File: config.mk
export PLATFORM = sky130hd
export DESIGN_NAME = replay_config
export DESIGN_NICKNAME = d
export VERILOG_FILES = /design/src/replay_cfg_pkg.sv /design/src/replay_pkg.sv /design/src/replay_config.sv
export SDC_FILE = /design/constraint.sdc
export NUM_CORES = 1
export LEC_CHECK = 0
export BUFFER_PORTS_ARGS = -buffer_cell sky130_fd_sc_hd__buf_2
export CORE_UTILIZATION = 33
export CTS_BUF_LIST = sky130_fd_sc_hd__clkbuf_4 sky130_fd_sc_hd__clkbuf_8
export CTS_CLUSTER_SIZE = 40
export DETAILED_ROUTE_END_ITERATION = 8
export SLEW_MARGIN = 10
export SYNTH_ARGS = -nofsm -noshare
export SYNTH_HDL_FRONTEND = slang
export SYNTH_SLANG_ARGS = --single-unit
export TNS_END_PERCENT = 10
File: constraint.sdc
create_clock -name axi_aclk -period 1.95 [get_ports axi_aclk]
set_input_delay 0.195 -clock axi_aclk [delete_from_list [all_inputs] [get_ports axi_aclk]]
set_output_delay 0.195 -clock axi_aclk [all_outputs]
set_load 0.005 [all_outputs]
File: src/replay_cfg_pkg.sv
/*
 * Configuration side definitions of the replay engine.
 * Register map, command codes, replay count width and reader FSM states.
 */
package replay_cfg_pkg;

  localparam int count_width = 16;

  typedef enum logic [2:0] {
    reg_count_q0 = 3'd0,
    reg_count_q1 = 3'd1,
    reg_count_q2 = 3'd2,
    reg_count_q3 = 3'd3,
    reg_command  = 3'd4
  } cfg_addr_t;

  typedef enum logic [1:0] {
    cmd_none  = 2'd0,
    cmd_start = 2'd1,
    cmd_clear = 2'd2
  } cfg_cmd_t;

  typedef enum logic [1:0] {
    st_idle,
    st_select,
    st_stream,
    st_next
  } replay_state_t;

endpackage

File: src/replay_pkg.sv
/*
 * Data path types for the packet capture and replay engine.
 * Stream words, buffer write requests and per-queue fill counts live here.
 * Modules import this package inside their body; ports use scoped names.
 */
package replay_pkg;

  localparam int num_queues     = 4;
  localparam int data_width     = 64;
  localparam int tuser_width    = 32;
  localparam int dst_port_pos   = 24;
  localparam int queue_depth    = 64;
  localparam int buf_addr_width = 8;

  typedef logic [1:0] qid_t;

  // Holds 0 to queue_depth inclusive
  typedef logic [6:0] fill_t;

  typedef struct packed {
    logic [data_width-1:0]  tdata;
    logic [tuser_width-1:0] tuser;
    logic                   tlast;
  } axis_word_t;

  typedef struct packed {
    logic                      en;
    logic [buf_addr_width-1:0] addr;
    axis_word_t                word;
  } buf_wr_t;

  typedef fill_t [num_queues-1:0] queue_fill_t;

endpackage

File: src/replay_config.sv
/*
 * Configuration registers of the replay engine.
 * Holds one replay count per queue and turns writes to the command
 * register into single-cycle start and clear pulses.
 */
`timescale 1ns/1ps

module replay_config (
  input  logic                                      axi_aclk,
  input  logic                                      reset,
  input  logic                                      cfg_wr,
  input  replay_cfg_pkg::cfg_addr_t                 cfg_addr,
  input  logic [replay_cfg_pkg::count_width-1:0]    cfg_data,
  input  logic                                      busy,
  output logic [replay_pkg::num_queues-1:0][replay_cfg_pkg::count_width-1:0] replay_counts,
  output logic                                      start,
  output logic                                      clear
);
  import replay_cfg_pkg::*;

  cfg_cmd_t cmd;

  assign cmd = cfg_cmd_t'(cfg_data[$bits(cfg_cmd_t)-1:0]);

  always_ff @(posedge axi_aclk) begin
    if (reset) begin
      replay_counts <= '0;
      start         <= 1'b0;
      clear         <= 1'b0;
    end else begin
      start <= 1'b0;
      clear <= 1'b0;
      if (cfg_wr) begin
        case (cfg_addr)
          reg_count_q0, reg_count_q1, reg_count_q2, reg_count_q3: begin
            // Counts stay put during a replay
            if (!busy) begin
              replay_counts[cfg_addr[1:0]] <= cfg_data;
            end
          end
          reg_command: begin
            case (cmd)
              cmd_start: start <= ~busy;
              cmd_clear: clear <= 1'b1;
              cmd_none:  ;
              default:   ;
            endcase
          end
          default: ;
        endcase
      end
    end
  end

endmodule

== Word-level counts from Yosys, hierarchy flattened ==
Cells that the tools add are included.
Word-level totals
  register bits: 66
  bits in latches: 0
  bits in writable memories: 0
  memory bits (read-only): 0
  input bits: 23
  output and inout port bits: 66
  word-level logic and storage cells: 28
  memories kept: 0
Operators by class
  $add $sub $neg: 0
  multipliers: 0
  div/mod/pow operators: 0
  $lt $le $gt $ge: 2
  equal/unequal tests: 6
  shift-type cells: 0
  multiplexer cells: 4
  bitwise operators: 4
  reductions and logical operators: 6
Operators by type and width (count)
  64-bit bitwise mux: 1
  16-bit demux with 2-bit select: 1
  16-bit 2-to-1 mux: 1
  4-bit OR reduction: 2
  3-bit by 2-bit == test with 1-bit output (second input constant): 2
  1-bit NOT: 4
  3-bit by 1-bit == test with 1-bit output (second input constant): 1
  3-bit == test (second input constant): 1
  3-bit logical NOT: 1
  2-bit by 3-bit less-than comparator with 1-bit output (second input constant): 1
  3-bit AND reduction: 1
  3-bit OR reduction: 1
  2-bit by 1-bit == test with 1-bit output (second input constant): 1
  2-bit == test (second input constant): 1
  2-bit by 1-bit greater-or-equal comparator with 1-bit output (second input constant): 1
  1-bit logical AND: 1
  1-bit 2-to-1 mux: 1

== Logic depth before layout (Yosys ltp) ==
  word-level depth: 5
  mapped depth: 5
  gate-level depth less buffers: 3

== Worst setup path after synthesis ==
Ideal clock, no wire load.
  kind: input to register
  start point: input port busy
  end point: register replay_counts[37] (netlist bit)
  setup time: 0.072 ns
  arrival: 1.110 ns
  required time: 1.878 ns
  slack: 0.768 ns
  stages: 5
  path buffers: 2
  path through: nor3b_4 and3b_1 buf_6 buf_12 mux2i_1
On the way
  cells in the longest elaborated chain, start to end: 2
RTL lines
  from (decl): line replay_config.sv:14  | input logic busy,
  1-bit NOT (no line)
  3-bit AND reduction (no line)
  to (signal, indexed assignment): line replay_config.sv:38  | replay_counts[cfg_addr[1:0]] <= cfg_data;
  to (decl): line replay_config.sv:15  | output logic [replay_pkg::num_queues-1:0][replay_cfg_pkg::count_width-1:0] replay_counts,
Every way passes these cells.
A chain may end at the register's enable or synchronous reset.

== Worst setup path in the final report ==
  start point: input port busy
  end point: register replay_counts[44] (netlist bit)
The elaborated chain is that of the path after synthesis.

==> metrics.md <==
| Metric | Value |
|---|---|
| CTS H-tree depth | 3 |
| Core area | 7770 µm² |
| Initial antenna violation count | 0 |
| Share of layout cells above drive strength 1 | 33.6% |
| FMAX | 914 MHz |
| I/O Buffers | 88 |
| Placement Cell Area | 3170 µm² |
| Number of global-route vias before repair | 1860 |
| CTS tree | built |
| Lkg Pwr | 1.78 nW |
| Max Root-Sink Buffers | 2 |
| Tightest Pin Transition | 0.548 ns |
| Grt ovf | 0 |
| Top cell type's share of synthesized area | 49.4% |
| Util after Layout | 43.5% |
| CP arrival | 1.35 ns |
| Non-filler cells, final | 429 |
| Worst hold slack | 0.0550 ns |
| Syn_nets | 258 |
| Power Density | 806 nW/µm² |
| Most common cell in the netlist | nand2b_1 |
| Total track usage | 14.4% |
| Dpl cells | 414 |
| Final RePlAce weighted congestion | 0.706 |
| Antenna-violating nets left | 0 |
| TritonCTS Sinks | 66 |
| Synth Register Bits | 66 |
| Status | completed |
| DRC viols | 0 |
| Die width | 92.1 µm |
| Ports | 89 |
| Drt first pass iters | 4 |
| Pre-CTS WS | 0.525 ns |
| Vias per inst | 4.39 |
| Async S/R FF share, synth | 0% |
| Die Y | 92.1 µm |
| Relative slew slack | 63.4% |
| Clock Root Buffer | clkbuf_8 |
| DRT Wirelength | 5.79 mm |
| CP startpoint kind | input port |
| Setup-failing EPs final | 0 |
| Area grow syn2layout | 26.1% |
| Via count | 1885 |
| RSZ-0062 raised after global routing | false |
| Clk slew on worst S/H paths | 0.07 ns |
| First-pass GRT wire length | 9.44 mm |
| Die Area | 8470 µm² |
| Final min period | 1.09 ns |
| Fin. Hold Viols | 0 |
| Crit Path Max Fanout | 14 |
| Row count | 32 |
| Synth area leader | dfxtp_1 |
| TNS Setup | 0 ns |
| Slew Limit Fails | 0 |
| Hold/Removal Path Class | in -> reg |
| Critical path type | in -> reg |
| Worst EP required | 2.21 ns |
| Hold_buf cts | 0 |
| Synth area leaders | dfxtp_1 (49%), mux2i_1 (24%), nand2b_1 (19%) |
| Final period util | 56.1% |
| YS warnings | 0 |
| Initial drt markers | 57 |
| Final setup margin | 0.856 ns |
| Post-Syn Instances | 235 |
| Synth top cells by count | nand2b_1 (80), dfxtp_1 (66), mux2i_1 (64) |
| Worst-Skew Late Latency | 0.32 ns |
| Post-synth EDFFs | 0 |
| Synthesized area | 2680 µm² |
| CTS resizes | 0 |
| Sequential element share of the synthesized area | 49.4% |
| Hpwl dp | 3.95 mm |
| Drt wl/cell | 13.5 µm |
| Largest net degree at the start of global routing | 51 |
| Initial Util | 34.5% |
| Library cells used by synthesis | 15 |
| Final Cell Area | 3380 µm² |
| Syn avg cell area | 11.4 µm² |
| Primary FF master, synth | dfxtp_1 |
| Total Nets Final | 346 |
| Post-CTS Setup Bufs | 0 |
| Critical Path Sink Type | flop |
| Fill count | 788 |
| Largest vdd supply drop | 281 µV |
| Total power | 2.72 mW |
| ANT cells | 0 |
| Skew final | 0 ns |
| Max-Cap Viols | 0 |
| CTS buffer count | 9 |
path summary, 6_finish.rpt:
kind	startpoint	to	slack [ns]	cells after the start
setup reg to reg	replay_counts[5]	replay_counts[5]	1.32	2
hold / removal	cfg_data[0]	clear	0.05	2
setup / recovery	busy	replay_counts[44]	0.86	5
hold reg to reg	replay_counts[26]	replay_counts[26]	0.47	2
kinds of logic after synthesis:
family / count (synthesis) / share of synthesized area [%]
buf+inv: 15 / 4.44
flops: 66 / 49.4
simple gates: 90 / 22.3
mux: 64 / 23.9
layout by cell type, fill, tap and decap left out, types with 2 or more instances in the layout:
cell type  synthesis  final
nand2b_1          80     80
mux2i_1           64     64
buf_2              0     88
nand3b_1           2      2
clkbuf_8           0     12
dfxtp_1           66     66
buf_4              0      3
where the power goes:
group	internal [mW]	total, mW	switching, mW
clock	0.701	1.19	0.487
combinational	0.0811	0.160	0.0790
sequential	1.36	1.37	0.00836
total	2.15	2.72	0.574
routing by layer:
| layer | share of wire (%) | GRT usage, % | vias up |
|---|---|---|---|
| li1 | - | - | 948 |
| met1 | 48 | 18.9 | 883 |
| met2 | 46 | 21.8 | 50 |
| met3 | 5.2 | 3.73 | 4 |
| met4 | 1.1 | 7.42 | 0 |
| met5 | 0 | 0 | - |
final cells by class:
| class | instances | area, µm² | share of cell area (%) |
|---|---|---|---|
| sequential | 66 | 1320 | 39.1 |
| multi-input combinational | 154 | 1240 | 36.6 |
| timing repair buffer | 92 | 483 | 14.3 |
| clock buffer | 13 | 173 | 5.11 |
| tap | 102 | 128 | 3.78 |
| clock inverter | 2 | 35.0 | 1.04 |
sequential cells by signal, summed over array words and instances, names as in the netlist:
signal	flops
clear	1
replay_counts	64
start	1
critical path, stage by stage:
cell and delay, ns:
buf_2 0.12, nor3b_4 0.31, and3b_1 0.21, buf_4 0.28
mux2i_1 0.23
(Power assumes the default switching activity.)
