## config.mk

```make
export PLATFORM = sky130hd
export DESIGN_NAME = replay_reader
export DESIGN_NICKNAME = d
export VERILOG_FILES = /design/src/replay_cfg_pkg.sv /design/src/replay_pkg.sv /design/src/replay_reader.sv
export SDC_FILE = /design/constraint.sdc
export NUM_CORES = 1
export LEC_CHECK = 0
export BUFFER_PORTS_ARGS = -buffer_cell sky130_fd_sc_hd__buf_2
export CORE_MARGIN = 3
export CORE_UTILIZATION = 55
export CTS_CLUSTER_SIZE = 30
export DETAILED_ROUTE_END_ITERATION = 10
export PLACE_DENSITY = 0.79
export SKIP_CTS_REPAIR_TIMING = 1
export SLEW_MARGIN = 10
export SYNTH_ARGS = -nofsm -noshare
export SYNTH_HDL_FRONTEND = slang
export SYNTH_SLANG_ARGS = --single-unit
export TNS_END_PERCENT = 10
```

## constraint.sdc

```tcl
create_clock -name axi_aclk -period 6.7 [get_ports axi_aclk]
set_clock_uncertainty 0.05 [all_clocks]
set_input_delay 1.34 -clock axi_aclk [delete_from_list [all_inputs] [get_ports axi_aclk]]
set_output_delay 1.34 -clock axi_aclk [all_outputs]
set_load 0.01 [all_outputs]
```

## src/replay_cfg_pkg.sv

```systemverilog
/*
 * Configuration side definitions of the replay engine.
 * Register map, command codes, replay count width and reader FSM states.
 */
package replay_cfg_pkg;

  localparam int count_width = 16;

  typedef enum logic [2:0] {
    reg_count_q0 = 3'd0,
    reg_count_q1 = 3'd1,
    reg_count_q2 = 3'd2,
    reg_count_q3 = 3'd3,
    reg_command  = 3'd4
  } cfg_addr_t;

  typedef enum logic [1:0] {
    cmd_none  = 2'd0,
    cmd_start = 2'd1,
    cmd_clear = 2'd2
  } cfg_cmd_t;

  typedef enum logic [1:0] {
    st_idle,
    st_select,
    st_stream,
    st_next
  } replay_state_t;

endpackage

```

## src/replay_pkg.sv

```systemverilog
/*
 * Data path types for the packet capture and replay engine.
 * Stream words, buffer write requests and per-queue fill counts live here.
 * Modules import this package inside their body; ports use scoped names.
 */
package replay_pkg;

  localparam int num_queues     = 4;
  localparam int data_width     = 64;
  localparam int tuser_width    = 32;
  localparam int dst_port_pos   = 24;
  localparam int queue_depth    = 64;
  localparam int buf_addr_width = 8;

  typedef logic [1:0] qid_t;

  // Holds 0 to queue_depth inclusive
  typedef logic [6:0] fill_t;

  typedef struct packed {
    logic [data_width-1:0]  tdata;
    logic [tuser_width-1:0] tuser;
    logic                   tlast;
  } axis_word_t;

  typedef struct packed {
    logic                      en;
    logic [buf_addr_width-1:0] addr;
    axis_word_t                word;
  } buf_wr_t;

  typedef fill_t [num_queues-1:0] queue_fill_t;

endpackage

```

## src/replay_reader.sv

```systemverilog
/*
 * Replay side of the engine.
 * Walks the queues round-robin, one packet per turn, and streams each
 * packet from its buffer region to the queue's output port. Every port
 * has an output register plus a spare so the read latency of the buffer
 * survives back-pressure. busy covers the whole replay.
 */
`timescale 1ns/1ps

module replay_reader (
  input  logic                                        axi_aclk,
  input  logic                                        reset,
  input  logic                                        start,
  input  logic [replay_pkg::num_queues-1:0][replay_cfg_pkg::count_width-1:0] replay_counts,
  input  replay_pkg::queue_fill_t                     queue_fill,
  output logic [replay_pkg::buf_addr_width-1:0]       rd_addr,
  input  replay_pkg::axis_word_t                      rd_word,
  output replay_pkg::axis_word_t [replay_pkg::num_queues-1:0] m_axis,
  output logic [replay_pkg::num_queues-1:0]           m_axis_tvalid,
  input  logic [replay_pkg::num_queues-1:0]           m_axis_tready,
  output logic                                        busy
);
  import replay_pkg::*;
  import replay_cfg_pkg::*;

  replay_state_t                  state;
  qid_t                           cur;
  qid_t                           last;
  qid_t                           next_q;
  logic                           found;
  logic                           pend;
  logic                           issue;
  logic                           pkt_done;
  logic                           all_empty;
  logic [1:0]                     occ;
  fill_t                          offset [num_queues];
  logic [count_width-1:0]         reps [num_queues];
  logic [num_queues-1:0]          out_v;
  logic [num_queues-1:0]          spare_v;
  logic [num_queues-1:0]          take;
  logic [num_queues-1:0]          incoming;
  axis_word_t [num_queues-1:0]    spare_word;

  assign m_axis_tvalid = out_v;
  assign take          = out_v & m_axis_tready;
  assign rd_addr       = {cur, offset[cur][buf_addr_width-$bits(qid_t)-1:0]};
  assign all_empty     = ~|(out_v | spare_v) & ~pend;

  // A pending read always belongs to the queue being streamed
  always_comb begin
    incoming      = '0;
    incoming[cur] = pend;
  end

  // Words held by the port next cycle, not counting a read issued now
  assign occ = 2'(out_v[cur]) + 2'(spare_v[cur]) + 2'(incoming[cur]) - 2'(take[cur]);

  assign pkt_done = (pend && rd_word.tlast) || (!pend && offset[cur] >= queue_fill[cur]);
  assign issue    = (state == st_stream) && !pkt_done &&
                    (offset[cur] < queue_fill[cur]) && (occ <= 2'd1);

  // Round-robin search starting after the last served queue
  always_comb begin
    found  = 1'b0;
    next_q = last;
    for (int i = 1; i <= num_queues; i++) begin
      if (!found && reps[qid_t'(last + i)] != '0) begin
        found  = 1'b1;
        next_q = qid_t'(last + i);
      end
    end
  end

  always_ff @(posedge axi_aclk) begin
    if (reset) begin
      state <= st_idle;
      busy  <= 1'b0;
      cur   <= '0;
      last  <= qid_t'(num_queues - 1);
      pend  <= 1'b0;
      for (int q = 0; q < num_queues; q++) begin
        offset[q] <= '0;
        reps[q]   <= '0;
      end
    end else begin
      pend <= issue;
      if (issue) begin
        offset[cur] <= offset[cur] + fill_t'(1);
      end
      case (state)
        st_idle: begin
          if (start) begin
            busy  <= 1'b1;
            last  <= qid_t'(num_queues - 1);
            state <= st_select;
            for (int q = 0; q < num_queues; q++) begin
              offset[q] <= '0;
              reps[q]   <= (queue_fill[q] == '0) ? '0 : replay_counts[q];
            end
          end
        end
        st_select: begin
          if (found) begin
            cur   <= next_q;
            state <= st_stream;
          end else if (all_empty) begin
            busy  <= 1'b0;
            state <= st_idle;
          end
        end
        st_stream: begin
          if (pkt_done) begin
            state <= st_next;
          end
        end
        st_next: begin
          last  <= cur;
          state <= st_select;
          // End of region closes one repetition
          if (offset[cur] >= queue_fill[cur]) begin
            offset[cur] <= '0;
            reps[cur]   <= reps[cur] - 1'b1;
          end
        end
        default: state <= st_idle;
      endcase
    end
  end

  always_ff @(posedge axi_aclk) begin
    if (reset) begin
      out_v   <= '0;
      spare_v <= '0;
    end else begin
      for (int p = 0; p < num_queues; p++) begin
        if (!out_v[p] || take[p]) begin
          out_v[p]   <= spare_v[p] | incoming[p];
          spare_v[p] <= spare_v[p] & incoming[p];
        end else if (incoming[p]) begin
          spare_v[p] <= 1'b1;
        end
      end
    end
  end

  // Spare drains first to keep word order
  always_ff @(posedge axi_aclk) begin
    for (int p = 0; p < num_queues; p++) begin
      if (!out_v[p] || take[p]) begin
        if (spare_v[p]) begin
          m_axis[p] <= spare_word[p];
        end else if (incoming[p]) begin
          m_axis[p] <= rd_word;
        end
        if (spare_v[p] && incoming[p]) begin
          spare_word[p] <= rd_word;
        end
      end else if (incoming[p]) begin
        spare_word[p] <= rd_word;
      end
    end
  end

endmodule

```

Yosys cells after proc, flatten, opt, wreduce, memory -nomap -nowiden
Memory sizes are Yosys's and may differ from the RTL's. A register that Yosys moved wholly into a read port is not among the register bits.
Index checks and enable logic that the tools add are counted.
Storage, ports and cells
  register bits: 792
  memories kept: 2
  memory bits (writable): 92
  output and inout bits: 401
  input bits: 196
  logic and storage cells: 240
Operators by class
  muxes and demuxes: 91
  magnitude comparators: 5
  add/subtract/negate cells: 9
  bitwise logic cells: 22
  equal/unequal tests: 12
  reduce and logical (&&, ||, !) cells: 62
Memory list
  reps: depth 4, bits a word 16, read ports 5, clocked after memory_dff 1, write ports 4, line replay_reader.sv:37  | logic [count_width-1:0] reps [num_queues];
  offset: depth 4, bits a word 7, read ports 1, clocked after memory_dff 1, write ports 4, line replay_reader.sv:36  | fill_t offset [num_queues];
Operators by type and width (number)
  97-bit 2-to-1 mux: 16
  16-bit 2-to-1 mux: 9
  16-bit nonzero test: 4
  7-bit 2-to-1 mux: 7
  1-bit 2-to-1 mux: 35
  2-bit 2-to-1 mux: 15
  7-bit logical NOT: 4
  2-bit AND reduction: 10
  2-bit nonzero test: 10
  16-bit OR reduction: 1
  16-bit by 1-bit subtractor with 16-bit output (second input constant): 1
  7-bit binary-select mux with 2-bit select: 1
  1-bit logical AND: 13
  1-bit bitwise OR: 13
  1-bit logical NOT: 10
  4-bit bitwise AND: 2
  1-bit binary-select mux with 2-bit select: 4
  2-bit by 1-bit inequality test with 1-bit output (second input constant): 4
  2-bit inequality test (second input constant): 4
  2-bit case mux with 4 select lines: 1
  7-bit by 1-bit adder with 7-bit output (second input constant): 1
  7-bit greater-or-equal comparator: 1
  7-bit less-than comparator: 1
  7-bit OR reduction: 1
  22 further kinds: 33

Depth between registers and ports, before layout
  word-level depth: 17
  depth in mapped cells: 14
  depth with buffers taken out: 12

Worst setup path after synthesis
Ideal clock, no wire load.
  kind: input port to flip-flop
  start: input port m_axis_tready[1] in the netlist's numbering
  end: register spare_word[100] in the netlist's numbering, enable pin
  slack: 469 ps
  required time: 6096 ps
  data arrival time: 5627 ps
  path buffers: 0
  setup time: 554 ps
  stages: 3
  cell sequence: nor2b_1 > nor2_1 > nor2_1
On the way
  word-level cells in the longest chain between the ends: 4
  elaborated cells between the ends (all ways): 5
  classes of those cells: 1 x eq/ne; 1 x bitwise; 3 x reduce/logical
Ends and longest elaborated chain
  from (decl): line replay_reader.sv:20  | input logic [replay_pkg::num_queues-1:0] m_axis_tready,
  4-bit bitwise AND (*): line replay_reader.sv:45  | assign take = out_v & m_axis_tready;
  1-bit logical OR (*): line replay_reader.sv:149  | if (!out_v[p] || take[p]) begin
  2-bit by 1-bit inequality test with 1-bit output (no source line) or 2-bit nonzero test (tied branches)
  2-bit AND reduction (no source line) (*)
  to (signal, indexed assignment): line replay_reader.sv:156  | spare_word[p] <= rd_word;
  to (signal, indexed assignment): line replay_reader.sv:159  | spare_word[p] <= rd_word;
  to (decl): line replay_reader.sv:42  | axis_word_t [num_queues-1:0] spare_word;
Every way passes the cells marked *; elsewhere a longest branch is shown, timed or not.
A chain may end at the register's enable or synchronous reset.

==> impl_metrics.py <==
metrics = {
    "sta": {
        "unrepaired_setup_endpoints_after_global_routing": "no",
        "setup_viol_count_final": 0,
        "worst_slew_pin_slew_ps": 1190,
        "clock.fmax_mhz": 229,
        "timing.max_slew.rel_slack_pct": 20.6,
        "finalCriticalPeriod_ps": 4370,
        "final.setup.tns_ps": 0,
        "timing_max_transition_violations_final": 0,
        "period_utilisation_layout_pct": 65.2,
        "final-hold-violation-count": 0,
        "finalWorstSetupSlack_ps": 2330,
    },
    "floorplan": {
        "start_util_pct": 56.2,
        "dieWidth_microns": 256,
        "die-height_microns": 256,
        "core_area_sq_um": 61000,
        "pin_count": 597,
        "floorplan.die_area_sq_um": 65400,
        "core.rowCount": 90,
    },
    "synth": {
        "ys_dominant_reg_cell": "edfxtp_1",
        "synth.yosys.warnings": 0,
        "yosys.cell_types.count": 48,
        "synthCells": 1779,
        "syn_nets": 1990,
        "synth.avg_cell_area_sq_um": 19.3,
        "synthArstFlopShare_pct": 0,
        "synth_area_sq_um": 34300,
        "synth-seq-area-share_pct": 77.2,
        "count_of_flip_flops_with_a_built_in_enable_after_synthesis": 868,
        "yosys_register_bits": 888,
    },
    "critical_path": {
        "critical-path-slowest-cell": "dfxtp_4",
        "cp-start-kind": "flop",
        "rr_startpoint": "spare_v[3]",
        "critical_path_required_ps": 6960,
        "cp_cell_sequence": "mux4_2 > inv_1 > ha_1 > inv_1 > ha_1 > a21oi_1 > xnor2_1 > nor4_1 > a41oi_1 > nand2_1",
        "worst-setup-path-type": "flop to flop",
        "timing.critical_path.fanout_max": 46,
        "cpPeakStageDelay_ps": 950,
        "worst_setup_path_startpoint": "spare_v[3]",
        "critical_path.endpoint_type": "flop",
        "critical_path_arrival_ps": 4630,
    },
    "cts": {
        "worst_skew_pair.late_latency_ps": 650,
        "cts_buffers": 88,
        "tritoncts_num_sinks": 888,
        "cts.root.buffer_cell": "clkbuf_16",
        "clk_path_buf_depth": 3,
        "h-tree-depth": 3,
        "path_clk_slew_ps": 60,
        "tritoncts": "done",
    },
    "global_routing": {
        "initial_antenna_violation_count": 13,
        "globalRouteTotalUtil_pct": 29.8,
        "total_global_routing_overflow": 0,
        "via_count_of_the_first_global_routing_pass": 20172,
        "wire_length_of_the_first_global_routing_pass_microns": 142000,
        "pin_count_of_the_biggest_net_entering_global_routing": 98,
    },
    "route": {
        "wire_length_after_detailed_routing_microns": 99100,
        "vias": 19974,
        "dr.pass1.iters": 5,
        "post-route-drc-count": 0,
        "route.antenna.remaining_nets": 0,
        "post_drt_wl_per_cell_microns": 29.8,
        "drt_first_iter_violations": 1997,
        "viasPerCell": 6.01,
    },
    "cells_and_area": {
        "finalInstanceArea_sq_um": 41200,
        "finish.net_count": 2627,
        "final_cells": 3326,
        "layout.filler_cells": 4003,
        "drive_above_1_share_pct": 46.8,
        "syn_to_final_growth_pct": 20.1,
        "final_cell_mix": "edfxtp_1, buf_2, mux2_2",
        "mostFrequentLayoutCell": "edfxtp_1",
    },
    "power_and_ir_drop": {
        "irDropWorstVdd_mv": 0.266,
        "power.density_cell_area_nw_per_um2": 280,
        "design_power_total_w": 0.0115,
        "power.leakage_nw": 14.4,
    },
    "placed_design": {
        "post-place-cells": 3154,
        "numPortBuffers": 596,
        "post-place-ws_ps": 1850,
        "placed_cell_areas_sq_um": 38300,
        "routability_driven_placement_congestion_ratio": 0.949,
        "hpwl_microns": 64200,
    },
    "worst_hold_path": {
        "min-delay-path-class": "flop to flop",
        "min_from": "spare_word[217]",
    },
    "job": {
        "max-cap-violations": 0,
    },
    "status": {
        "outcome": "completed",
    },
}
## routing by layer
| layer | global-route usage, % | routed length, microns | up-vias |
|---|---|---|---|
| met5 | 0 | 48 | - |
| met4 | 11.5 | 3600 | 6 |
| met3 | 9.65 | 10600 | 186 |
| met2 | 48.5 | 48700 | 1116 |
| met1 | 37.6 | 36000 | 10260 |
| li1 | - | - | 8406 |
## worst max-delay path, delay by kind of cell (launching register included)
| family | cells | cell delay (ps) |
|---|---|---|
| buf+inv | 2 | 80 |
| xor+xnor | 1 | 100 |
| mux | 1 | 390 |
| fa+ha+maj | 2 | 520 |
| simple gates | 2 | 1260 |
| compound gates | 2 | 680 |
| flops | 1 | 950 |
## cells by family after synthesis
group	count (synthesis)	synth area share [%]
multiplexers	424	15.1
flip-flops	888	77.2
AND/OR/NAND/NOR	220	3.29
AO/OA/AOI/OAI	121	2.31
XOR/XNOR	20	0.511
adder cells (fa/ha/maj)	15	0.547
buffers and inverters	91	1.07
## cells in the mapped netlist (7+ instances only)
cell type  instances  area [sq um]
ha_1              15           188
edfxtp_1         868         26100
nor4_1            26           163
nor2b_1           11          68.8
mux2_2           389          4380
xnor2_1           13           114
clkbuf_1          64           240
o21ai_0           39           195
inv_1             19          71.3
mux4_2            22           495
nand2_1           32           120
xor2_1             7          61.3
mux4_1            10           263
nand3_1           43           215
nor2_1            59           221
o2bb2ai_1         32           280
a21oi_1           24           120
nor3_1            10          50.1
dfxtp_1           20           400
## power breakdown
part | internal [W] | switching, W | leakage [nW]
clock | 0.00268 | 0.00212 | 1.36
sequential | 0.00616 | 0.0000464 | 8.13
combinational | 0.000209 | 0.000301 | 4.88
## path summary, 6_finish.rpt
check,end,slack (ps),depth (start not counted)
worst max-delay path,offset[3][1],2330,10
worst min-delay path,m_axis[217],480,1
worst min register to register,m_axis[217],480,1
worst max register to register,offset[3][1],2330,10
## through the flow
| step | utilization, % | hold slack (ps) |
|---|---|---|
| after CTS | 67.4 | 491 |
| after global placement | 62.8 | 472 |
| after global routing | 67.4 | 507 |
| after detailed placement | 62.8 | 480 |
| final | 67.5 | 475 |
| after floorplan | - | 453 |
## registers in the layout (all words and copies together) (netlist names), named ones only
name           count
busy               1
cur                2
last               2
m_axis           388
m_axis_tvalid      4
offset            28
pend               1
reps              64
spare_v            4
spare_word       388
state              2
## layout make-up
cell class | count | area, sq um | share of cell area (%)
repair buffers | 619 | 3240 | 7.88
inverters | 19 | 71.3 | 0.173
diodes | 11 | 27.5 | 0.0669
clock inverters | 52 | 523 | 1.27
multi-input cells | 800 | 7510 | 18.2
well taps | 828 | 1040 | 2.52
flip-flops and latches | 888 | 26500 | 64.3
clock buffers | 109 | 2280 | 5.54
Note: power is estimated with default switching activity, not from simulation.
