<file path="config.mk">
export PLATFORM = sky130hd
export DESIGN_NAME = capture_writer
export DESIGN_NICKNAME = d
export VERILOG_FILES = /design/src/replay_pkg.sv /design/src/capture_writer.sv
export SDC_FILE = /design/constraint.sdc
export NUM_CORES = 1
export LEC_CHECK = 0
export ABC_AREA = 1
export ABC_CLOCK_PERIOD_IN_PS = 2800
export BUFFER_PORTS_ARGS = -buffer_cell sky130_fd_sc_hd__buf_4
export CAP_MARGIN = 20
export CORE_AREA = 2 2 91 93
export CTS_CLUSTER_SIZE = 25
export DETAILED_ROUTE_END_ITERATION = 8
export DIE_AREA = 0 0 93 95
export GPL_ROUTABILITY_DRIVEN = 0
export PLACE_DENSITY_LB_ADDON = 0.12
export SKIP_CTS_REPAIR_TIMING = 1
export SYNTH_ARGS = -nofsm -noshare
export SYNTH_HDL_FRONTEND = slang
export SYNTH_SLANG_ARGS = --single-unit
export TNS_END_PERCENT = 30
</file>
<file path="constraint.sdc">
create_clock -name axi_aclk -period 2.8 [get_ports axi_aclk]
set_clock_uncertainty 0.15 [all_clocks]
set_input_delay 0.14 -clock axi_aclk [delete_from_list [all_inputs] [get_ports axi_aclk]]
set_output_delay 0.14 -clock axi_aclk [all_outputs]
set_load 0.02 [all_outputs]
</file>
<file path="src/replay_pkg.sv">
/*
 * Data path types for the packet capture and replay engine.
 * Stream words, buffer write requests and per-queue fill counts live here.
 * Modules import this package inside their body; ports use scoped names.
 */
package replay_pkg;

  localparam int num_queues     = 4;
  localparam int data_width     = 64;
  localparam int tuser_width    = 32;
  localparam int dst_port_pos   = 24;
  localparam int queue_depth    = 64;
  localparam int buf_addr_width = 8;

  typedef logic [1:0] qid_t;

  // Holds 0 to queue_depth inclusive
  typedef logic [6:0] fill_t;

  typedef struct packed {
    logic [data_width-1:0]  tdata;
    logic [tuser_width-1:0] tuser;
    logic                   tlast;
  } axis_word_t;

  typedef struct packed {
    logic                      en;
    logic [buf_addr_width-1:0] addr;
    axis_word_t                word;
  } buf_wr_t;

  typedef fill_t [num_queues-1:0] queue_fill_t;

endpackage

</file>
<file path="src/capture_writer.sv">
/*
 * Capture side of the replay engine.
 * Picks a queue from the one-hot destination field of the first word of
 * each packet and writes the packet into that queue's buffer region.
 * Packets without a destination are dropped, and a full region truncates
 * the packet with tlast forced on its last stored word.
 */
`timescale 1ns/1ps

module capture_writer (
  input  logic                    axi_aclk,
  input  logic                    reset,
  input  replay_pkg::axis_word_t  s_axis,
  input  logic                    s_axis_tvalid,
  output logic                    s_axis_tready,
  input  logic                    busy,
  input  logic                    clear,
  output replay_pkg::buf_wr_t     buf_wr,
  output replay_pkg::queue_fill_t queue_fill
);
  import replay_pkg::*;

  logic ready_armed;
  logic in_pkt;
  logic dropping;
  logic hit;
  logic word_drop;
  logic last_free;
  logic accept;
  qid_t cur_q;
  qid_t sel_q;
  qid_t word_q;

  // Input closed while replaying
  assign s_axis_tready = ready_armed & ~busy;
  assign accept        = s_axis_tvalid & s_axis_tready;

  // Lowest set destination bit wins
  always_comb begin
    hit   = 1'b0;
    sel_q = '0;
    for (int q = num_queues - 1; q >= 0; q--) begin
      if (s_axis.tuser[dst_port_pos + 2*q]) begin
        hit   = 1'b1;
        sel_q = qid_t'(q);
      end
    end
  end

  assign word_q    = in_pkt ? cur_q : sel_q;
  assign last_free = queue_fill[word_q] == fill_t'(queue_depth - 1);
  assign word_drop = (in_pkt ? dropping : ~hit) ||
                     (queue_fill[word_q] == fill_t'(queue_depth));

  // Region base is the queue index in the upper address bits
  always_comb begin
    buf_wr.en         = accept & ~word_drop;
    buf_wr.addr       = {word_q, queue_fill[word_q][buf_addr_width-$bits(qid_t)-1:0]};
    buf_wr.word       = s_axis;
    buf_wr.word.tlast = s_axis.tlast | last_free;
  end

  always_ff @(posedge axi_aclk) begin
    if (reset) begin
      ready_armed <= 1'b0;
      in_pkt      <= 1'b0;
      dropping    <= 1'b0;
      cur_q       <= '0;
      queue_fill  <= '0;
    end else begin
      ready_armed <= 1'b1;
      if (clear) begin
        queue_fill <= '0;
      end else if (buf_wr.en) begin
        queue_fill[word_q] <= queue_fill[word_q] + fill_t'(1);
      end
      if (accept) begin
        in_pkt   <= ~s_axis.tlast;
        cur_q    <= word_q;
        // Rest of the packet is lost once the region fills up
        dropping <= word_drop | last_free;
      end
    end
  end

endmodule

</file>
==> Word-level counts from Yosys, hierarchy flattened <==
Index checks and enable logic that the tools add are counted.
{ "word_totals": {"regBits": 33, "latchBits": 0, "ramBits": 0, "mem_bits_ro": 0, "in_bits": 102, "output_inout_bits": 135, "n_memories": 0} }
{ "op_classes": {"addsub": 1, "mul": 0, "div_mod_pow": 0, "n_lt_le_gt_ge": 2, "eq_ne": 2, "shift": 0, "mux": 16, "n_bitwise": 9, "reduce_logical": 3} }
{ "ops": {"columns": ["cell", "count"], "rows": [
  ["$bwmux W28", 1],
  ["$bmux W7 S2", 1],
  ["$demux W7 S2", 1],
  ["$mux W7", 2],
  ["$mux W2", 5],
  ["$add A7 B1 Y7 const B", 1],
  ["$eq A7 B6 Y1 const B", 1],
  ["$eq A7 B7 Y1 const B", 1],
  ["$mux W1", 6],
  ["$not A1 Y1", 4],
  ["$and A1 B1 Y1", 3],
  ["$lt A2 B3 Y1 const B", 1],
  ["$ge A2 B1 Y1 const B", 1],
  ["$or A1 B1 Y1", 2],
  ["$reduce_or A2 Y1", 1],
  ["$logic_and A1 B1 Y1", 1],
  ["$logic_or A1 B1 Y1", 1]
]} }

==> Longest topological paths before layout <==
Gate-level depths: netlist of run 1.
{ "logic_depth": {"depth_word": 11, "ltp_mapped": 20, "mapped_depth_nobuf": 18} }

==> Worst setup path before layout of run 1 <==
Ideal clock, no wire load.
{ "synth_timing": {"kind": "reg2reg", "from": "reg in_pkt", "to": "reg dropping", "t_arrival_ps": 2210, "path_slack_ps": 330, "path_stages_with_launch": 21, "path_cell_list": "dfxtp_1 buf_6 nor2_2 nand2_2 nand2_1 buf_6 buf_6 nand2_1 nand2_1 nand2_1 nand2_1 inv_1 ha_1 inv_1 nor2_2 nand3_4 nand2_1 inv_1 nand2_1 nand3_1 inv_1"} }
{ "synth_rtl": {"columns": ["item", "line", "text"], "rows": [
  ["start: declaration", "capture_writer.sv:24", "logic in_pkt;"],
  ["start signal: assignment", "capture_writer.sv:78", "in_pkt <= ~s_axis.tlast;"],
  ["end signal: assignment", "capture_writer.sv:81", "dropping <= word_drop | last_free;"],
  ["end: declaration", "capture_writer.sv:25", "logic dropping;"]
]} }

==> results of run 1 <==
-- sequential cells by signal, indices dropped and copies added (netlist names) --
signal       flops
cur_q            2
in_pkt           1
dropping         1
queue_fill      28
ready_armed      1
-- cells by family (layout without fill, tap and decap cells) --
kind of cell | count (synthesis) | in the layout
buf+inv | 155 | 115
flops | 33 | 33
fa+ha+maj | 2 | 2
simple gates | 215 | 215
compound gates | 11 | 11
xor+xnor | 3 | 3
-- placed cells by master, fill, tap and decap left out --
cell             n
dfxtp_4          1
or2_2            1
clkbuf_8         6
ha_1             2
nor2_1          59
nand2_2          9
nor3_4           1
a21oi_4          1
dfxtp_1         32
a221oi_4         1
nor2_4           3
nand3_1         15
buf_4           58
xnor2_1          2
nand4_1          4
a21oi_1          2
o21ai_1          2
nand2_4          4
nand3_4          5
nor2_2           3
o21ai_4          1
o211ai_1         1
dlygate4sd3_1    2
xor2_2           1
o21ai_0          3
clkbuf_1         1
nand2_1        110
nand3b_1         1
inv_2            2
inv_1           46
-- cell type report --
class	count	area, um2	area share, %
multi-input cells	231	1170	43.5
flip-flops and latches	33	664	24.8
repair buffers	60	455	17.0
inverters	48	180	6.71
well taps	105	131	4.90
clock buffers	7	86.3	3.22
-- worst paths after layout --
kind / startpoint / end / slack, ns / cells after the start
hold / removal: s_axis[11] / buf_wr[11] / 0.13 / 0
hold reg to reg: cur_q[1]$_SDFFE_PP0P_ / cur_q[1]$_SDFFE_PP0P_ / 0.36 / 2
setup reg to reg: in_pkt$_SDFFE_PP0P_ / queue_fill[7]$_SDFFE_PP0P_ / 0.39 / 15
setup / recovery: in_pkt$_SDFFE_PP0P_ / buf_wr[105] / 0.18 / 12
-- per-stage QoR --
| step | power (uW) | std cells |
|---|---|---|
| final | 1040 | 484 |
| after global routing | 1090 | 484 |
| after CTS | 1050 | 481 |
| after detailed placement | 672 | 474 |
| after global placement | 671 | 474 |
| after floorplan | 807 | 419 |
-- power groups by stage --
stage / combinational, uW / clock, uW / sequential (uW)
after floorplan: 312 / 0 / 495
after global placement: 177 / 0 / 494
after detailed placement: 178 / 0 / 494
after CTS: 178 / 386 / 483
after global routing: 200 / 406 / 484
final: 181 / 373 / 483
-- metal layers --
metal  vias to the layer above  routed length [um]  GRT usage, %
li1                       1075                   -             -
met1                       932                2920          17.9
met2                        90                3190          26.9
met3                        21                 560          5.59
met4                         0                 158          5.76
met5                         -                   0             0
==> run_results.csv, run 1 <==
group,metric,value,unit
worst_setup_path,cp_common_cell,"nand2_1",
synthesis,syn_nets,523,
drt,drt-initial-drc-count,113,
die,rows,33,
worst_setup_path,slowest_stage,"dfxtp_4",
power,p_per_area,387,nW/um2
synthesis,synthDominantCellAreaShare,25.9,%
final_layout,drive_above_1_share,25.6,%
power,p_clk_share,36.0,%
global_route,antenna_found_initial,0,
synthesis,synthMuxAreaShare,0,%
drt,drc,0,
synthesis,synth_top_family_by_area,"simple AND/OR/NAND/NOR gates",
power,ir_worst_vdd,147,uV
synthesis,synth_flop_cell,"dfxtp_1",
timing,slew-limit-headroom,56.1,%
power,p_sw_share,29.1,%
timing,setup_tns,0,ns
timing,worst_pin_slew,0.658,ns
synthesis,ys_warn_count,0,
status,status,"finished clean",
final_layout,diodes,0,
min_path,hold_path_class,"primary input to output port",
worst_setup_path,crit_buf_inv,4,
synthesis,synth_edf_count,0,
synthesis,synth-simple-area-share,35.6,%
die,core-area,7930,um2
synthesis,async_flop_share,0,%
die,die_h,95,um
synthesis,ys_seq_area_share,23.5,%
timing,whs,0.130,ns
timing,fin_ws,0.178,ns
timing,fin_crit,2.62,ns
synthesis,syn_area,2820,um2
timing,drv_slew,0,
placed_design,dp_worst_setup_slack,0.207,ns
drt,first_pass_iters,4,
die,die_width,93,um
power,power_leakage,0.00145,uW
global_route,grt_pass1_vias,2043,
global_route,grt_overflow_total,0,
final_layout,num-nets-final,483,
cts,cts-htree-levels,2,
placed_design,place_hpwl,5.18,mm
power,p_seq_share,46.6,%
synthesis,synth_seq_cells,33,
worst_setup_path,crit_required,2.51,ns
synthesis,synth_top_cell_by_area,"buf_4",
synthesis,yosysUniqueCellTypes,29,
die,initial_utilization,35.5,%
drt,wl_per_cell,14.1,um
timing,min_period_over_period,93.7,%
synthesis,synth_compound_area_share,3.33,%
timing,hold_viol_final,0,
placed_design,place_area,2560,um2
cts,path_clk_slew,0.07,ns
synthesis,yosys-top-cells-count,"nand2_1 (111), buf_4 (97), nor2_1 (59)",
drt,ant_nets,0,
drt,wl,6.83,mm
worst_setup_path,cp-start-kind,"flop",
worst_setup_path,cp_slowest_stage_delay,0.39,ns
worst_setup_path,crit_family,"simple AND/OR/NAND/NOR gates",
timing,rsz0062_at_grt,"no",
cts,clock_path_buffers,2,
die,io_pins,237,
timing,setup_viol,0,
final_layout,area_growth,-4.71,%
cts,clock-sinks,33,
power,power.switching,302,uW
power,intPower,735,uW
final_layout,fillers,911,
cts,clk_latency,0.28,ns
placed_design,io_buffers,52,
worst_setup_path,worst-path-max-fanout,10,
cts,cts_tree,"yes",
worst_setup_path,cp_cell_sequence,"nand2_1, inv_2, a21oi_4, nand2_1, nand2_2, ha_1, inv_1, nor2_2, nand3_4, nand2_1, inv_1, buf_4",
global_route,grt_start_max_net_pins,29,
final_layout,final_area,2680,um2
worst_setup_path,cp.arrival,2.33,ns
flow_run,max_cap_violations,0,
drt,vias_per_cell,4.38,
worst_setup_path,path_class,"flop to output port",
synthesis,yosys.area_share.adder,0.888,%
cts,cts-root-buf,"clkbuf_8",
final_layout,final_util,33.9,%
synthesis,syn_inst,419,
synthesis,yosysMostFrequentCell,"nand2_1",
synthesis,synth.avg_cell_area,6.72,um2
power,pwr-share-comb,17.4,%
synthesis,synthTopCellsByArea,"buf_4 (26%), dfxtp_1 (23%), nand2_1 (15%), nor2_1 (7.9%), inv_1 (6.1%)",
global_route,grt_usage,15.6,%
timing,fmax,0.381,GHz
worst_setup_path,end_kind,"output port",
drt,vias,2118,
global_route,grt_pass1_wl,10.4,mm
cts,cts_inserted_buffers,5,
die,die_area,8840,um2
synthesis,synth-xor-area-share,1.20,%
Power figures use the tool's default switching activity.
==> inputs of run 2 (changes only) <==
- CORE_AREA: 2 2 91 93 -> default
- CORE_UTILIZATION: default -> 25
- DIE_AREA: 0 0 93 95 -> default
==> run 2 against run 1 <==
  * Power increased by 4.1%
  * Worst setup slack improved by 0.016 ns
  * Sequential share of layout area decreased by 0.56 points
  * Register-to-register slack got worse by 0.05 ns
  * Non-clock buffer count increased by 1
  * Utilization decreased by 8.6 points
  * Fmax increased by 0.61%
  * Critical path type unchanged
  * Cell area increased by 2.3%
  * Wire length increased by 2.3%
  * Sequential cell count unchanged
==> run_results.csv, run 2 (same netlist as run 1, synthesis figures left out) <==
group,metric,value,unit
timing,slew-limit-headroom,53.6,%
timing,setup_viol,0,
power,p_seq_share,44.7,%
placed_design,place_hpwl,5.00,mm
flow_run,max_cap_violations,0,
cts,cts_inserted_buffers,5,
placed_design,dp_worst_setup_slack,0.127,ns
power,p_per_area,393,nW/um2
cts,cts_tree,"yes",
final_layout,drive_above_1_share,26.2,%
worst_setup_path,path_class,"flop to output port",
cts,cts-htree-levels,2,
power,fin_total_pwr,1080,uW
drt,drt-initial-drc-count,89,
final_layout,largest_reg_flops,28,
timing,setup_tns,0,ns
final_layout,layout_common_cells,"nand2_1 (110), nor2_1 (59), buf_4 (58), inv_1 (46), dfxtp_1 (32)",
die,io_pins,237,
worst_setup_path,cp-start-kind,"flop",
global_route,grt_usage,12.3,%
die,core-area,10900,um2
worst_setup_path,cp_slowest_stage_delay,0.38,ns
drt,wl_per_cell,13.4,um
final_layout,final_common_cell,"nand2_1",
drt,vias,2130,
cts,clock-sinks,33,
worst_setup_path,crit_family,"simple AND/OR/NAND/NOR gates",
global_route,grt_pass1_wl,10.9,mm
die,die_width,108,um
drt,wl,6.98,mm
final_layout,diodes,0,
worst_setup_path,worst-path-max-fanout,10,
drt,ant_nets,0,
power,p_sw_share,29.3,%
power,ir_worst_vdd,146,uV
power,p_clk_share,38.2,%
timing,hold_viol_final,0,
final_layout,reg.largest.list,"queue_fill (28), cur_q (2)",
timing,whs,0.130,ns
min_path,hold_path_class,"primary input to output port",
final_layout,area_growth,-2.49,%
cts,clock_path_buffers,2,
drt,first_pass_iters,4,
power,power_leakage,0.00147,uW
worst_setup_path,cp_cell_sequence,"nor3_4, nand2_2, nand2_4, nand2_1, nand2_1, inv_1, ha_1, inv_1, nor2_2, nand3_4, nand2_1, inv_1, buf_4",
global_route,grt_pass1_vias,2004,
timing,fmax,0.384,GHz
power,pwr-share-comb,17.1,%
global_route,antenna_found_initial,0,
drt,vias_per_cell,4.09,
worst_setup_path,slowest_stage,"dfxtp_4",
cts,path_clk_slew,0.07,ns
drt,drc,0,
placed_design,io_buffers,52,
status,status,"finished clean",
global_route,grt_overflow_total,0,
timing,fin_ws,0.193,ns
worst_setup_path,end_kind,"output port",
die,rows,38,
worst_setup_path,crit_buf_inv,4,
final_layout,num-nets-final,484,
die,die_area,11700,um2
timing,worst_pin_slew,0.695,ns
timing,rsz0062_at_grt,"no",
timing,min_period_over_period,93.1,%
global_route,grt_start_max_net_pins,29,
power,power.switching,316,uW
power,intPower,763,uW
die,initial_utilization,25.9,%
worst_setup_path,cp.arrival,2.32,ns
cts,clk_latency,0.29,ns
die,die_h,108,um
timing,fin_crit,2.61,ns
cts,cts-root-buf,"clkbuf_8",
final_layout,top_register,"queue_fill",
timing,drv_slew,0,
worst_setup_path,crit_required,2.51,ns
## run 2: cell types whose count changed in the layout (fill, tap and decap cells not counted), sizes merged
cell | previous run | this run
clkinv | 0 | 1
buf | 58 | 59
## run 2: cell type report
cell class / instances / area (um2)
Timing Repair Buffer: 61 / 467
Inverter: 48 / 180
Clock inverter: 1 / 5.00
Sequential cell: 33 / 664
Fill cell: 1239 / 8140
Tap cell: 140 / 175
Multi-Input combinational cell: 231 / 1160
Clock buffer: 7 / 96.3
## run 2: worst paths after layout
path	slack (ns)	to	depth (start not counted)	from
max reg2reg	0.34	queue_fill[21]$_SDFFE_PP0P_	13	in_pkt$_SDFFE_PP0P_
min	0.13	buf_wr[13]	0	s_axis[13]
min reg2reg	0.37	cur_q[1]$_SDFFE_PP0P_	2	cur_q[1]$_SDFFE_PP0P_
max	0.19	buf_wr[105]	13	in_pkt$_SDFFE_PP0P_
## run 2: worst register-to-register path, delay by kind of cell, from the launching register on
kind | cells | cell delay (ns)
adders and majority gates | 1 | 0.20
buffers and inverters | 2 | 0.13
DFF | 1 | 0.38
and+or+nand+nor | 10 | 1.50
## run 2: per-stage QoR
step	instances	utilization (%)	cell area (um2)
3_3_place_gp	508	23.8	2590
3_5_place_dp	508	23.8	2590
5_1_grt	521	25.2	2750
2_1_floorplan	419	-	2820
6_report	521	25.2	2750
4_1_cts	516	24.7	2690
## run 2: power by group through the flow
stage | combinational (uW) | clock (uW) | sequential (uW)
after global routing | 204 | 451 | 484
after CTS | 180 | 435 | 483
after detailed placement | 179 | 0 | 494
final | 184 | 412 | 483
after global placement | 181 | 0 | 495
after floorplan | 312 | 0 | 495
## run 2: layer usage
metal,GRT usage (%),up-vias,wire [um]
met4,5.38,0,181
met1,15.1,938,3220
met5,0,-,0
met2,20.2,83,3120
li1,-,1072,-
met3,3.01,37,461
